## src/design/uop_pkg.sv

```systemverilog
package uop_pkg;

    typedef enum logic [1:0] {
        ITYPE_ALU = 2'd0,
        ITYPE_BR  = 2'd1,
        ITYPE_DIV = 2'd2
    } itype_t;

    typedef enum logic [3:0] {
        ALU_ADD  = 4'd0,
        ALU_SUB  = 4'd1,
        ALU_AND  = 4'd2,
        ALU_OR   = 4'd3,
        ALU_XOR  = 4'd4,
        ALU_SLL  = 4'd5,
        ALU_SRL  = 4'd6,
        ALU_SRA  = 4'd7,
        ALU_SLT  = 4'd8,
        ALU_SLTU = 4'd9,
        ALU_LUI  = 4'd10
    } alu_op_t;

    // same codes as the decode stage emits
    typedef enum logic [3:0] {
        BR_JIRL = 4'd3,
        BR_B    = 4'd4,
        BR_BL   = 4'd5,
        BR_BEQ  = 4'd6,
        BR_BNE  = 4'd7,
        BR_BLT  = 4'd8,
        BR_BGE  = 4'd9,
        BR_BLTU = 4'd10,
        BR_BGEU = 4'd11
    } br_cond_t;

    typedef enum logic [3:0] {
        DIV_QUO = 4'd0,
        DIV_REM = 4'd1
    } div_op_t;

    // one op field, meaning picked by itype
    typedef union packed {
        alu_op_t  alu;
        br_cond_t br;
        div_op_t  div;
    } uop_op_u;

    typedef struct packed {
        itype_t  itype;
        uop_op_u op;
        logic    src2_imm;
        logic    usign;
    } uop_t;

endpackage

```

## src/design/pipe_pkg.sv

```systemverilog
package pipe_pkg;

    import uop_pkg::*;

    // one issue slot as delivered by the register-read stage
    typedef struct packed {
        logic        en;
        uop_t        uop;
        logic [4:0]  rd;
        logic [4:0]  rj;
        logic [4:0]  rk;
        logic [31:0] imm;
        logic [31:0] pc;
        logic [31:0] pc_next;
    } issue_t;

    // write-back port, also the shape of each stage register
    typedef struct packed {
        logic        en;
        logic [4:0]  rd;
        logic [31:0] data;
    } wb_t;

    // resolved branch for the predictor
    typedef struct packed {
        logic        valid;
        logic        taken;
        logic [31:0] pc;
        logic [31:0] target;
    } br_info_t;

endpackage

```

## src/design/exe_alu.sv

```systemverilog
`timescale 1ns/1ps
module exe_alu import uop_pkg::*; #(
    parameter int XLEN = 32
) (
    input  alu_op_t         op,
    input  logic [XLEN-1:0] a,
    input  logic [XLEN-1:0] b,
    output logic [XLEN-1:0] result
);

    logic [4:0] shamt;
    logic       lt_s;
    logic       lt_u;

    assign shamt = b[4:0];
    assign lt_s  = $signed(a) < $signed(b);
    assign lt_u  = a < b;

    always_comb begin
        case (op)
            ALU_ADD:  result = a + b;
            ALU_SUB:  result = a - b;
            ALU_AND:  result = a & b;
            ALU_OR:   result = a | b;
            ALU_XOR:  result = a ^ b;
            ALU_SLL:  result = a << shamt;
            ALU_SRL:  result = a >> shamt;
            ALU_SRA:  result = $signed(a) >>> shamt;
            ALU_SLT:  result = {{(XLEN-1){1'b0}}, lt_s};
            ALU_SLTU: result = {{(XLEN-1){1'b0}}, lt_u};
            // decode already places the upper immediate
            ALU_LUI:  result = b;
            default:  result = '0;
        endcase
    end

endmodule

```

## src/design/exe_branch.sv

```systemverilog
`timescale 1ns/1ps
module exe_branch import uop_pkg::*, pipe_pkg::*; (
    input  logic        en,
    input  br_cond_t    cond,
    input  logic [31:0] pc,
    input  logic [31:0] pc_next,
    input  logic [31:0] a,
    input  logic [31:0] b,
    input  logic [31:0] imm,
    output br_info_t    info,
    output logic        flush,
    output logic [31:0] link,
    output logic        link_en
);

    logic        cmp;
    logic        taken;
    logic [31:0] target;
    logic [31:0] seq_pc;
    logic [31:0] resolved;

    always_comb begin
        case (cond)
            BR_JIRL, BR_B, BR_BL: cmp = 1'b1;
            BR_BEQ:  cmp = a == b;
            BR_BNE:  cmp = a != b;
            BR_BLT:  cmp = $signed(a) < $signed(b);
            BR_BGE:  cmp = $signed(a) >= $signed(b);
            BR_BLTU: cmp = a < b;
            BR_BGEU: cmp = a >= b;
            default: cmp = 1'b0;
        endcase
    end

    // jirl is register relative, the rest pc relative
    assign target   = (cond == BR_JIRL) ? a + imm : pc + imm;
    assign seq_pc   = pc + 32'd4;
    assign taken    = en && cmp;
    assign resolved = taken ? target : seq_pc;

    assign info.valid  = en;
    assign info.taken  = taken;
    assign info.pc     = pc;
    assign info.target = target;

    // mispredict whenever the fetch guess was wrong
    assign flush   = en && (resolved != pc_next);
    assign link    = seq_pc;
    assign link_en = en && (cond == BR_BL || cond == BR_JIRL);

endmodule

```

## src/design/exe_forward.sv

```systemverilog
`timescale 1ns/1ps
module exe_forward import pipe_pkg::*; #(
    parameter int XLEN = 32
) (
    input  logic [4:0]      rj0,
    input  logic [4:0]      rk0,
    input  logic [4:0]      rj1,
    input  logic [4:0]      rk1,
    input  logic [XLEN-1:0] rf0_rj,
    input  logic [XLEN-1:0] rf0_rk,
    input  logic [XLEN-1:0] rf1_rj,
    input  logic [XLEN-1:0] rf1_rk,
    input  wb_t             ex1_0,
    input  wb_t             ex1_1,
    input  wb_t             wb0,
    input  wb_t             wb1,
    output logic [XLEN-1:0] op0a,
    output logic [XLEN-1:0] op0b,
    output logic [XLEN-1:0] op1a,
    output logic [XLEN-1:0] op1b
);

    // youngest producer wins
    function automatic logic [XLEN-1:0] pick(
        input logic [4:0]      src,
        input logic [XLEN-1:0] rf,
        input wb_t             e1,
        input wb_t             e0,
        input wb_t             w1,
        input wb_t             w0
    );
        logic [XLEN-1:0] val;
        if (src == 5'd0) begin
            val = '0;
        end else if (e1.en && e1.rd == src) begin
            val = e1.data;
        end else if (e0.en && e0.rd == src) begin
            val = e0.data;
        end else if (w1.en && w1.rd == src) begin
            val = w1.data;
        end else if (w0.en && w0.rd == src) begin
            val = w0.data;
        end else begin
            val = rf;
        end
        return val;
    endfunction

    assign op0a = pick(rj0, rf0_rj, ex1_1, ex1_0, wb1, wb0);
    assign op0b = pick(rk0, rf0_rk, ex1_1, ex1_0, wb1, wb0);
    assign op1a = pick(rj1, rf1_rj, ex1_1, ex1_0, wb1, wb0);
    assign op1b = pick(rk1, rf1_rk, ex1_1, ex1_0, wb1, wb0);

endmodule

```

## src/design/div_ctrl.sv

```systemverilog
`timescale 1ns/1ps
module div_ctrl #(
    parameter int DIV_STEPS = 32
) (
    input  logic clk,
    input  logic rstn,
    input  logic start,
    input  logic last,
    output logic load,
    output logic step,
    output logic clear,
    output logic busy,
    output logic done
);

    typedef enum logic [1:0] {
        IDLE   = 2'd0,
        RUN    = 2'd1,
        FINISH = 2'd2
    } state_t;

    state_t state;
    state_t state_nxt;

    always_ff @(posedge clk) begin
        if (!rstn) begin
            state <= IDLE;
        end else begin
            state <= state_nxt;
        end
    end

    always_comb begin
        state_nxt = state;
        case (state)
            IDLE:    if (start) state_nxt = RUN;
            RUN:     if (last) state_nxt = FINISH;
            FINISH:  state_nxt = IDLE;
            default: state_nxt = IDLE;
        endcase
    end

    assign load  = (state == IDLE) && start;
    // counter sits at zero between divides
    assign clear = (state == IDLE);
    assign step  = (state == RUN);
    assign busy  = (state != IDLE);
    // result is final in FINISH
    assign done  = (state == FINISH);

    // the issue side must not start a divide while one is running
    a_no_start_busy: assert property (@(posedge clk) disable iff (!rstn) start |-> !busy);

    // counter paces exactly DIV_STEPS steps before the result
    a_run_len: assert property (@(posedge clk) disable iff (!rstn)
        load |-> ##(DIV_STEPS + 1) done);

endmodule

```

## src/design/div_count.sv

```systemverilog
`timescale 1ns/1ps
module div_count #(
    parameter int DIV_STEPS = 32
) (
    input  logic clk,
    input  logic rstn,
    input  logic clear,
    input  logic step,
    output logic last
);

    localparam int CW = $clog2(DIV_STEPS);
    localparam logic [CW-1:0] LAST_CNT = CW'(DIV_STEPS - 1);

    logic [CW-1:0] cnt;

    always_ff @(posedge clk) begin
        if (!rstn || clear) begin
            cnt <= '0;
        end else if (step) begin
            cnt <= cnt + 1'b1;
        end
    end

    assign last = (cnt == LAST_CNT);

endmodule

```

## src/design/div_datapath.sv

```systemverilog
`timescale 1ns/1ps
module div_datapath import uop_pkg::*; #(
    parameter int XLEN = 32
) (
    input  logic            clk,
    input  logic            rstn,
    input  logic            load,
    input  logic            step,
    input  logic [XLEN-1:0] dividend,
    input  logic [XLEN-1:0] divisor,
    input  logic            usign,
    input  div_op_t         sel,
    output logic [XLEN-1:0] result
);

    logic [XLEN-1:0] quo;
    logic [XLEN-1:0] rem;
    logic [XLEN-1:0] dsr;
    logic [XLEN-1:0] dvd_abs;
    logic [XLEN-1:0] dsr_abs;
    logic [XLEN:0]   shifted;
    logic [XLEN:0]   diff;
    logic [XLEN-1:0] quo_fix;
    logic [XLEN-1:0] rem_fix;
    logic            neg_q;
    logic            neg_r;
    logic            dz;
    logic            want_rem;

    assign dvd_abs = (!usign && dividend[XLEN-1]) ? -dividend : dividend;
    assign dsr_abs = (!usign && divisor[XLEN-1]) ? -divisor : divisor;

    // next dividend bit enters the partial remainder
    assign shifted = {rem, quo[XLEN-1]};
    assign diff    = shifted - {1'b0, dsr};

    always_ff @(posedge clk) begin
        if (load) begin
            quo <= dvd_abs;
            rem <= '0;
            dsr <= dsr_abs;
        end else if (step) begin
            quo <= {quo[XLEN-2:0], ~diff[XLEN]};
            rem <= diff[XLEN] ? shifted[XLEN-1:0] : diff[XLEN-1:0];
        end
    end

    always_ff @(posedge clk) begin
        if (!rstn) begin
            neg_q    <= 1'b0;
            neg_r    <= 1'b0;
            dz       <= 1'b0;
            want_rem <= 1'b0;
        end else if (load) begin
            neg_q    <= !usign && (dividend[XLEN-1] ^ divisor[XLEN-1]);
            neg_r    <= !usign && dividend[XLEN-1];
            dz       <= (divisor == '0);
            want_rem <= (sel == DIV_REM);
        end
    end

    assign quo_fix = neg_q ? -quo : quo;
    // a zero divisor leaves |dividend| in rem, so the sign fix restores the dividend
    assign rem_fix = neg_r ? -rem : rem;
    assign result  = want_rem ? rem_fix : (dz ? '1 : quo_fix);

endmodule

```

## src/design/exe_top.sv

```systemverilog
`timescale 1ns/1ps
module exe_top import uop_pkg::*, pipe_pkg::*; #(
    parameter int XLEN = 32
) (
    input  logic            clk,
    input  logic            rstn,
    input  issue_t          issue0,
    input  issue_t          issue1,
    input  logic [XLEN-1:0] rf0_rj,
    input  logic [XLEN-1:0] rf0_rk,
    input  logic [XLEN-1:0] rf1_rj,
    input  logic [XLEN-1:0] rf1_rk,
    output wb_t             wb0,
    output wb_t             wb1,
    output br_info_t        br,
    output logic            stall,
    output logic            flush
);

    localparam int DIV_STEPS = XLEN;

    wb_t             ex1_0;
    wb_t             ex1_1;
    logic [XLEN-1:0] op0a;
    logic [XLEN-1:0] op0b;
    logic [XLEN-1:0] op1a;
    logic [XLEN-1:0] op1b;
    logic [XLEN-1:0] alu0_b;
    logic [XLEN-1:0] alu1_b;
    logic [XLEN-1:0] alu0_res;
    logic [XLEN-1:0] alu1_res;
    logic            alu0_en;
    logic            alu1_en;
    logic            br_en;
    logic            div_start;
    logic [31:0]     link;
    logic            link_en;
    logic            div_load;
    logic            div_step;
    logic            div_clear;
    logic            div_last;
    logic            div_busy;
    logic            div_done;
    logic [XLEN-1:0] div_res;
    logic [4:0]      div_rd;

    assign stall = div_busy;

    // issue slots count only while the divider is idle
    assign alu0_en   = issue0.en && !stall && issue0.uop.itype == ITYPE_ALU;
    assign br_en     = issue0.en && !stall && issue0.uop.itype == ITYPE_BR;
    assign div_start = issue0.en && !stall && issue0.uop.itype == ITYPE_DIV;
    assign alu1_en   = issue1.en && !stall && issue1.uop.itype == ITYPE_ALU;

    assign alu0_b = issue0.uop.src2_imm ? issue0.imm : op0b;
    assign alu1_b = issue1.uop.src2_imm ? issue1.imm : op1b;

    exe_forward #(.XLEN(XLEN)) exe_forward_inst (
        .rj0    (issue0.rj),
        .rk0    (issue0.rk),
        .rj1    (issue1.rj),
        .rk1    (issue1.rk),
        .rf0_rj (rf0_rj),
        .rf0_rk (rf0_rk),
        .rf1_rj (rf1_rj),
        .rf1_rk (rf1_rk),
        .ex1_0  (ex1_0),
        .ex1_1  (ex1_1),
        .wb0    (wb0),
        .wb1    (wb1),
        .op0a   (op0a),
        .op0b   (op0b),
        .op1a   (op1a),
        .op1b   (op1b)
    );

    exe_alu #(.XLEN(XLEN)) exe_alu0_inst (
        .op     (issue0.uop.op.alu),
        .a      (op0a),
        .b      (alu0_b),
        .result (alu0_res)
    );

    exe_alu #(.XLEN(XLEN)) exe_alu1_inst (
        .op     (issue1.uop.op.alu),
        .a      (op1a),
        .b      (alu1_b),
        .result (alu1_res)
    );

    exe_branch exe_branch_inst (
        .en      (br_en),
        .cond    (issue0.uop.op.br),
        .pc      (issue0.pc),
        .pc_next (issue0.pc_next),
        .a       (op0a),
        .b       (op0b),
        .imm     (issue0.imm),
        .info    (br),
        .flush   (flush),
        .link    (link),
        .link_en (link_en)
    );

    div_ctrl #(.DIV_STEPS(DIV_STEPS)) div_ctrl_inst (
        .clk   (clk),
        .rstn  (rstn),
        .start (div_start),
        .last  (div_last),
        .load  (div_load),
        .step  (div_step),
        .clear (div_clear),
        .busy  (div_busy),
        .done  (div_done)
    );

    div_count #(.DIV_STEPS(DIV_STEPS)) div_count_inst (
        .clk   (clk),
        .rstn  (rstn),
        .clear (div_clear),
        .step  (div_step),
        .last  (div_last)
    );

    div_datapath #(.XLEN(XLEN)) div_datapath_inst (
        .clk      (clk),
        .rstn     (rstn),
        .load     (div_load),
        .step     (div_step),
        .dividend (op0a),
        .divisor  (op0b),
        .usign    (issue0.uop.usign),
        .sel      (issue0.uop.op.div),
        .result   (div_res)
    );

    always_ff @(posedge clk) begin
        if (div_start) begin
            div_rd <= issue0.rd;
        end
    end

    // ex1 stage, slot 0 carries either the ALU result or the link value
    always_ff @(posedge clk) begin
        if (!rstn) begin
            ex1_0.en <= 1'b0;
            ex1_1.en <= 1'b0;
        end else begin
            ex1_0.en <= alu0_en || link_en;
            ex1_1.en <= alu1_en;
        end
        ex1_0.rd   <= issue0.rd;
        ex1_0.data <= link_en ? link : alu0_res;
        ex1_1.rd   <= issue1.rd;
        ex1_1.data <= alu1_res;
    end

    // ex1 slot 0 is a bubble whenever the divider finishes
    always_ff @(posedge clk) begin
        if (!rstn) begin
            wb0.en <= 1'b0;
            wb1.en <= 1'b0;
        end else begin
            wb0.en <= div_done || ex1_0.en;
            wb1.en <= ex1_1.en;
        end
        wb0.rd   <= div_done ? div_rd : ex1_0.rd;
        wb0.data <= div_done ? div_res : ex1_0.data;
        wb1.rd   <= ex1_1.rd;
        wb1.data <= ex1_1.data;
    end

    a_slot1_alu: assert property (@(posedge clk) disable iff (!rstn)
        issue1.en |-> issue1.uop.itype == ITYPE_ALU);

    a_stall_len: assert property (@(posedge clk) disable iff (!rstn)
        $rose(stall) |-> ##(DIV_STEPS + 1) !stall);

endmodule

```

## config.mk

```make
export PLATFORM = sky130hd
export DESIGN_NAME = exe_top
export DESIGN_NICKNAME = d
export VERILOG_FILES = /design/src/design/uop_pkg.sv /design/src/design/pipe_pkg.sv /design/src/design/exe_alu.sv /design/src/design/exe_branch.sv /design/src/design/exe_forward.sv /design/src/design/div_ctrl.sv /design/src/design/div_count.sv /design/src/design/div_datapath.sv /design/src/design/exe_top.sv
export SDC_FILE = /design/constraint.sdc
export NUM_CORES = 2
export LEC_CHECK = 0
export BUFFER_PORTS_ARGS = -buffer_cell sky130_fd_sc_hd__buf_2
export CAP_MARGIN = 0
export CELL_PAD_IN_SITES_DETAIL_PLACEMENT = 1
export CELL_PAD_IN_SITES_GLOBAL_PLACEMENT = 1
export CORE_MARGIN = 2
export CORE_UTILIZATION = 45
export CTS_CLUSTER_DIAMETER = 200
export CTS_CLUSTER_SIZE = 28
export DETAILED_ROUTE_END_ITERATION = 6
export PLACE_DENSITY = 0.95
export SKIP_LAST_GASP = 1
export SYNTH_ARGS = -nofsm -noshare
export SYNTH_HDL_FRONTEND = slang
export SYNTH_SLANG_ARGS = --single-unit
```

## constraint.sdc

```tcl
create_clock -name clk -period 16.92 [get_ports clk]
set_input_delay 1.692 -clock clk [delete_from_list [all_inputs] [get_ports clk]]
set_output_delay 1.692 -clock clk [all_outputs]
set_load 0.03 [all_outputs]
```

Word-level counts from Yosys, hierarchy flattened
Index checks and enable logic that the tools add are counted.
Widths: inputs -> output; s select.
{"block": "op_classes", "n_addsub": 13, "magnitude_cmp": 8, "eq_ne": 47, "shifts": 6, "n_mux": 42, "bitwise_logic": 8, "reduce_logical": 50}
{"operator": "$mux 32", "n": 35}
{"operator": "$pmux 32 s11", "n": 2}
{"operator": "$lt 32x32->1", "n": 6}
{"operator": "$add 32x32->32", "n": 4}
{"operator": "$neg 32->32", "n": 4}
{"operator": "$eq 5x5->1", "n": 16}
{"operator": "$and 32x32->32", "n": 2}
{"operator": "$ge 32x32->1", "n": 2}
{"operator": "$ne 32x32->1", "n": 2}
{"operator": "$or 32x32->32", "n": 2}
{"operator": "$shl 32x5->32", "n": 2}
{"operator": "$shr 32x5->32", "n": 2}
{"operator": "$sshr 32x5->32", "n": 2}
{"operator": "$sub 32x32->32", "n": 2}
{"operator": "$xor 32x32->32", "n": 2}
{"operator": "$sub 33x32->33", "n": 1}
{"operator": "$add 32x3->32 const B", "n": 1}
{"operator": "$eq 32x32->1", "n": 1}
{"operator": "$eq 4x3->1 const B", "n": 8}
{"operator": "$logic_not 32->1", "n": 1}
{"operator": "$logic_and 1x1->1", "n": 29}
{"operator": "$eq 4x4->1 const B", "n": 7}
{"operator": "$logic_not 5->1", "n": 4}
{"operator": "$eq 4x2->1 const B", "n": 4}
{"operator": "other kinds (19)", "n": 33}
{"block": "word_totals", "register_bits": 264, "input_bits": 370, "output_inout_bits": 144, "word_cells": 196}

Depth between registers and ports, before layout
{"block": "depth", "ltp_word": 13, "depth_mapped": 30, "depth_no_buf": 24}

By module
A second synthesis with hierarchy kept.
{"block": "hier_totals", "hier_cells": 6082, "area_unflattened_um2": 44835.5}
{"mod": "exe_alu at exe_alu0_inst", "instances": 1, "cells_each": 1337, "area_per_inst_um2": 9038.7, "seq_area_each_um2": 0.0}
{"mod": "div_datapath", "instances": 1, "cells_each": 1060, "area_per_inst_um2": 8804.7, "seq_area_each_um2": 2642.5}
{"mod": "exe_alu at exe_alu1_inst", "instances": 1, "cells_each": 1302, "area_per_inst_um2": 8549.4, "seq_area_each_um2": 0.0}
{"mod": "exe_forward", "instances": 1, "cells_each": 1344, "area_per_inst_um2": 8251.7, "seq_area_each_um2": 0.0}
{"mod": "exe_top", "instances": 1, "cells_each": 314, "area_per_inst_um2": 5033.6, "seq_area_each_um2": 3193.1}
{"mod": "exe_branch", "instances": 1, "cells_each": 690, "area_per_inst_um2": 4818.4, "seq_area_each_um2": 0.0}
{"mod": "div_count", "instances": 1, "cells_each": 23, "area_per_inst_um2": 240.2, "seq_area_each_um2": 100.1}
{"mod": "div_ctrl", "instances": 1, "cells_each": 12, "area_per_inst_um2": 98.8, "seq_area_each_um2": 40.0}

Least setup slack after synthesis
No wires, ideal clock.
{"block": "synth_path", "path_type": "input to output", "start": "input issue0[101] in the netlist's numbering", "end": "output flush", "t_arrival_ps": 7280, "required_ps": 15228, "setup_slack_ps": 7948, "stages": 26, "n_path_buf": 4, "path_cell_list": "buf_2 -> xnor2_1 -> nand4_2 -> or2_1 -> buf_6 -> buf_6 -> buf_6 -> a311oi_1 -> a21oi_1 -> a21o_1 -> o21ai_0 -> ha_1 -> inv_1 -> fa_1 -> nand2b_1 -> a21oi_1 -> o211ai_1 -> a31oi_1 -> o221ai_1 -> a21o_1 -> o21a_1 -> xnor2_1 -> o211ai_1 -> a2111o_1 -> nor4_1 -> nor2_1"}
{"element": "from (decl)", "line_no": "exe_top.sv:7", "source": "input issue_t issue0,"}
{"element": "to (decl)", "line_no": "exe_top.sv:17", "source": "output logic flush"}

Worst setup path after layout
{"block": "layout_path", "start": "input issue0[96] in the netlist's numbering", "end": "output flush"}
{"block": "layout_via", "elab_chain_len": 13, "word_cells_on_any_way": 25, "classes_between": "order compare (4); eq/ne (7); mux (7); reduce/logical (7)"}
{"element": "$eq 5x5->1", "line_no": "exe_forward.sv:41", "source": "end else if (w0.en && w0.rd == src) begin"}
{"element": "$logic_and 1x1->1", "line_no": "exe_forward.sv:41"}
{"element": "$mux 32", "line_no": "exe_forward.sv:41"}
{"element": "$mux 32", "line_no": "exe_forward.sv:39", "source": "end else if (w1.en && w1.rd == src) begin"}
{"element": "$mux 32", "line_no": "exe_forward.sv:37", "source": "end else if (e0.en && e0.rd == src) begin"}
{"element": "$mux 32", "line_no": "exe_forward.sv:35", "source": "end else if (e1.en && e1.rd == src) begin"}
{"element": "$mux 32 (*)", "line_no": "exe_forward.sv:33", "source": "if (src == 5'd0) begin"}
{"element": "$ge 32x32->1, or another cell as far along", "line_no": "exe_branch.sv:30", "source": "BR_BGEU: cmp = a >= b;"}
{"element": "$pmux 1 s7 (*)", "line_no": "exe_branch.sv:23", "source": "case (cond)"}
{"element": "$logic_and 1x1->1 (*)", "line_no": "exe_branch.sv:38", "source": "assign taken = en && cmp;"}
{"element": "$mux 32 (*)", "line_no": "exe_branch.sv:39", "source": "assign resolved = taken ? target : seq_pc;"}
{"element": "$ne 32x32->1 (*)", "line_no": "exe_branch.sv:47", "source": "assign flush = en && (resolved != pc_next);"}
{"element": "$logic_and 1x1->1 (*)", "line_no": "exe_branch.sv:47"}
Every way passes the cells marked *; elsewhere a longest branch is shown, timed or not.

==> impl_metrics.ini <==
[floorplanning]
fp.dieH_um = 309.4
fp.dieW_um = 309.4
core-area_um2 = 92910
start_util_pct = 45.19
die_area_um2 = 95750
rows = 112
io_pins = 514

[synth]
synth.net_count = 6648
synthAdderAreaFrac_pct = 9.108
syn_avg_cell_area_um2 = 7.025
ys_seq_area_share_pct = 14.23
syn_area_um2 = 41980
yosys.area_share.simple_pct = 20.69
yosysUniqueCellTypes = 118
ys_ff_latch = 264
synth_mux_area_share_pct = 7.198
ys_warn_count = 0
synth_compound_area_share_pct = 33.69
synth_cells = 5976
synth-xor-area-share_pct = 6.876
synth_top_family_by_area = compound AO/OA/AOI/OAI gates
postSynth.asyncResetShare_pct = 0
ys.flop_type = dfxtp_1
synth-edff-count = 69

[detailed_routing]
antenna_left = 0
drt_iter0_markers = 8323
highest_layer = met5
drc = 28
wl_met3_um = 42970
dr.pass1.iters = 7
dr_wl_met2_um = 106200
via_per_inst = 7.373
drt_wl_total_um = 274500
post_drt_wl_per_cell_um = 37.01
vias = 54683
wl_met1_um = 99870

[layout]
fin_nets = 6781
area_delta_synth_final_pct = 7.883
drive_gt1_share_pct = 13.05
fill_cells = 12088

[placed_design]
dp_hpwl_um = 209300
portBuffers = 448
gp_congestion = 1.066
dp_slack_ps = 5434

[global_routing]
grt_pass1_wl_um = 383000
grt_usage_pct = 55.30
grt_overflow = 0
antenna_found_initial = 59
grt_pass1_vias = 52016
grt_max_degree = 75

[job]
cap_violations = 2

[min_path]
whs_endpoint = wb1[31]
holdCritPathClass = reg2reg
whs_path_depth = 0
worstHoldStart = ex1_1[31]

[power]
power_density_nw_per_um2 = 78.74
ir_drop_v = 0.00006233
p_leak_nw = 19.25

[cts]
numCtsBuffers = 13
clockRootBuffer = clkbuf_16
hold_buffers = 0
cts_tree = built
htreeDepth = 1
clkLatencyLatePin_ps = 560
cts_setup_buffers = 0
clkSinkCount = 264
path_clk_slew_ps = 150
ctsResizeCount = 0
cts.path.max_buffers = 3

[setup_path]
cp_data_arrival_time_ps = 10800
crit_required_ps = 15230
cp-end-kind = output pin
worstSetupPathType = in2out
worst-path-stages = 24
path_buf_inv = 5
slowest_delay_ps = 1330
regToRegEndpoint = ex1_0[31]
crit_family = compound AO/OA/AOI/OAI gates
critPathSlowestCell = a211oi_1
crit_chain = buf_2, xor2_1, nor4_2, and3_2, buf_4, a21oi_1, a211oi_1, inv_1, ha_1, nand2_1, o21a_1, a21bo_2, o31ai_1, nor4b_2, nor3_4, nor2_4, inv_2, nand2_1, a21boi_0, a2111oi_0, nand4_1, nor4_1, nor2_1, buf_2
reg2regPathDepth = 23
cp-start-kind = input port
startpoint = issue0[96]
worstPathMaxFanout = 32
reg2reg_slack_ps = 7690
rr_startpoint = ex1_0[32]

[timing]
min_period_ps = 12490
fin_skew_ps = 37.47
fin_setup_tns_ps = 0
relSlewSlack_pct = -18.03
maxSlewViolCount = 7
fin_ws_ps = 4426
hold_viol = 0
fmax_mhz = 80.04
worst_pin_slew_ps = 1752
fin_crit_sh_pct = 73.84
rsz0062_at_grt = false
setup_viol = 0

[outcome]
violations = design-rule violations, max-capacitance violations, max-slew violations
status = complete, but fails checks
[logic make-up (layout without fill, tap and decap cells)]
kind of cell,Yosys count,in the layout
AO/OA/AOI/OAI,2116,2116
AND/OR/NAND/NOR,1888,1888
buffers and inverters,782,920
XOR/XNOR,328,328
adder cells (fa/ha/maj),302,302
multiplexers,296,296
flip-flops,264,264
other,0,49
[layout make-up]
class | instances | area, um^2 | share of cell area, %
Multi-Input combinational cell | 4930 | 32740 | 72.29
Antenna cell | 49 | 122.6 | 0.2707
Clock buffer | 18 | 344.1 | 0.7597
Sequential cell | 264 | 5976 | 13.19
Tap cell | 1254 | 1569 | 3.464
Inverter | 302 | 1139 | 2.514
Timing Repair Buffer | 598 | 3376 | 7.453
Clock inverter | 2 | 25.02 | 0.05525
[cell usage in the layout (no fill, tap or decap), types with 38 or more instances in the layout]
master    instances
dfxtp_1         195
a211oi_1        154
nor2_1          574
mux2_2           38
inv_1           289
nand2b_1         55
o22ai_1          81
nor3_1          161
buf_4           149
xor2_1          138
o31ai_1          70
ha_1            296
edfxtp_1         69
a31oi_1          60
o211ai_1         48
nand4_1          54
o21ai_0         509
a21oi_1         434
and3_1           41
a21o_1          132
mux2i_1         255
o221ai_1         40
nand2_1         604
nand3_1         152
diode_2          49
buf_2           448
a22oi_1          41
a221oi_1         83
xnor2_1         189
a311o_1          61
[flip-flops by register name, summed over array words and instances (netlist names)]
| signal | flops |
|---|---|
| wb0 | 38 |
| div_ctrl_inst.state | 2 |
| ex1_1 | 38 |
| wb1 | 38 |
| ex1_0 | 38 |
| div_datapath_inst.want_rem | 1 |
| div_datapath_inst.rem | 32 |
| div_datapath_inst.quo | 32 |
| div_rd | 5 |
| div_datapath_inst.neg_q | 1 |
| div_datapath_inst.dsr | 32 |
| div_datapath_inst.dz | 1 |
| div_count_inst.cnt | 5 |
| div_datapath_inst.neg_r | 1 |
[Yosys cell counts, drive strengths merged (57+ instances only)]
cell type,number,area share (%)
a211oi,161,2.9
a21o,134,2.4
a21oi,439,5.3
a221oi,88,1.9
a311o,61,1.5
a31oi,60,0.89
buf,216,3.1
clkbuf,264,2.4
dfxtp,195,9.3
edfxtp,69,4.9
ha,296,8.8
inv,298,2.7
mux2i,255,6.1
nand2,606,5.4
nand3,155,1.8
nand4,57,0.89
nor2,582,5.3
nor3,173,2.2
o21ai,536,6.4
o22ai,81,1.2
o31ai,72,1.3
xnor2,189,3.9
xor2,138,2.9
[power breakdown]
group | switching [mW] | leakage (nW) | internal [mW]
Clock | 0.255 | 0.178 | 0.149
Sequential | 0.309 | 2.26 | 0.749
Combinational | 1.45 | 16.8 | 0.658
Total | 2.01 | 19.2 | 1.56
[worst register-to-register path, delay by kind of cell, from the launching register on]
kind	cells	cell delay [ps]
buffers and inverters	4	1490
AO/OA/AOI/OAI	12	4410
AND/OR/NAND/NOR	4	1610
adder cells (fa/ha/maj)	1	350
XOR/XNOR	2	270
flip-flops	1	800
[metrics by stage]
step | area [um^2] | total power [mW] | std cells | hold slack, ps | utilization, %
floorplan | 41980 | 2.132 | 5976 | 367.6 | -
global placement | 44740 | 2.887 | 7346 | 415.9 | 48.15
detailed placement | 44740 | 2.976 | 7346 | 417.7 | 48.15
CTS | 45100 | 3.367 | 7366 | 427.5 | 48.55
global route | 45200 | 3.622 | 7379 | 430.4 | 48.65
finish | 45290 | 3.566 | 7417 | 427.8 | 48.75
[routing by layer]
layer	vias to the layer above	GRT usage, %
met5	-	3.337
met4	34	39.99
met3	1511	26.68
met2	4829	75.89
met1	26058	66.27
li1	22251	-
[how the worst max path moves through the flow]
stage | end | slack (ps)
6_report | flush | 4430
5_1_grt | flush | 4490
4_1_cts | flush | 5350
3_5_place_dp | flush | 5430
3_3_place_gp | flush | 5670
2_1_floorplan | flush | 7950
Power figures use the tool's default switching activity.
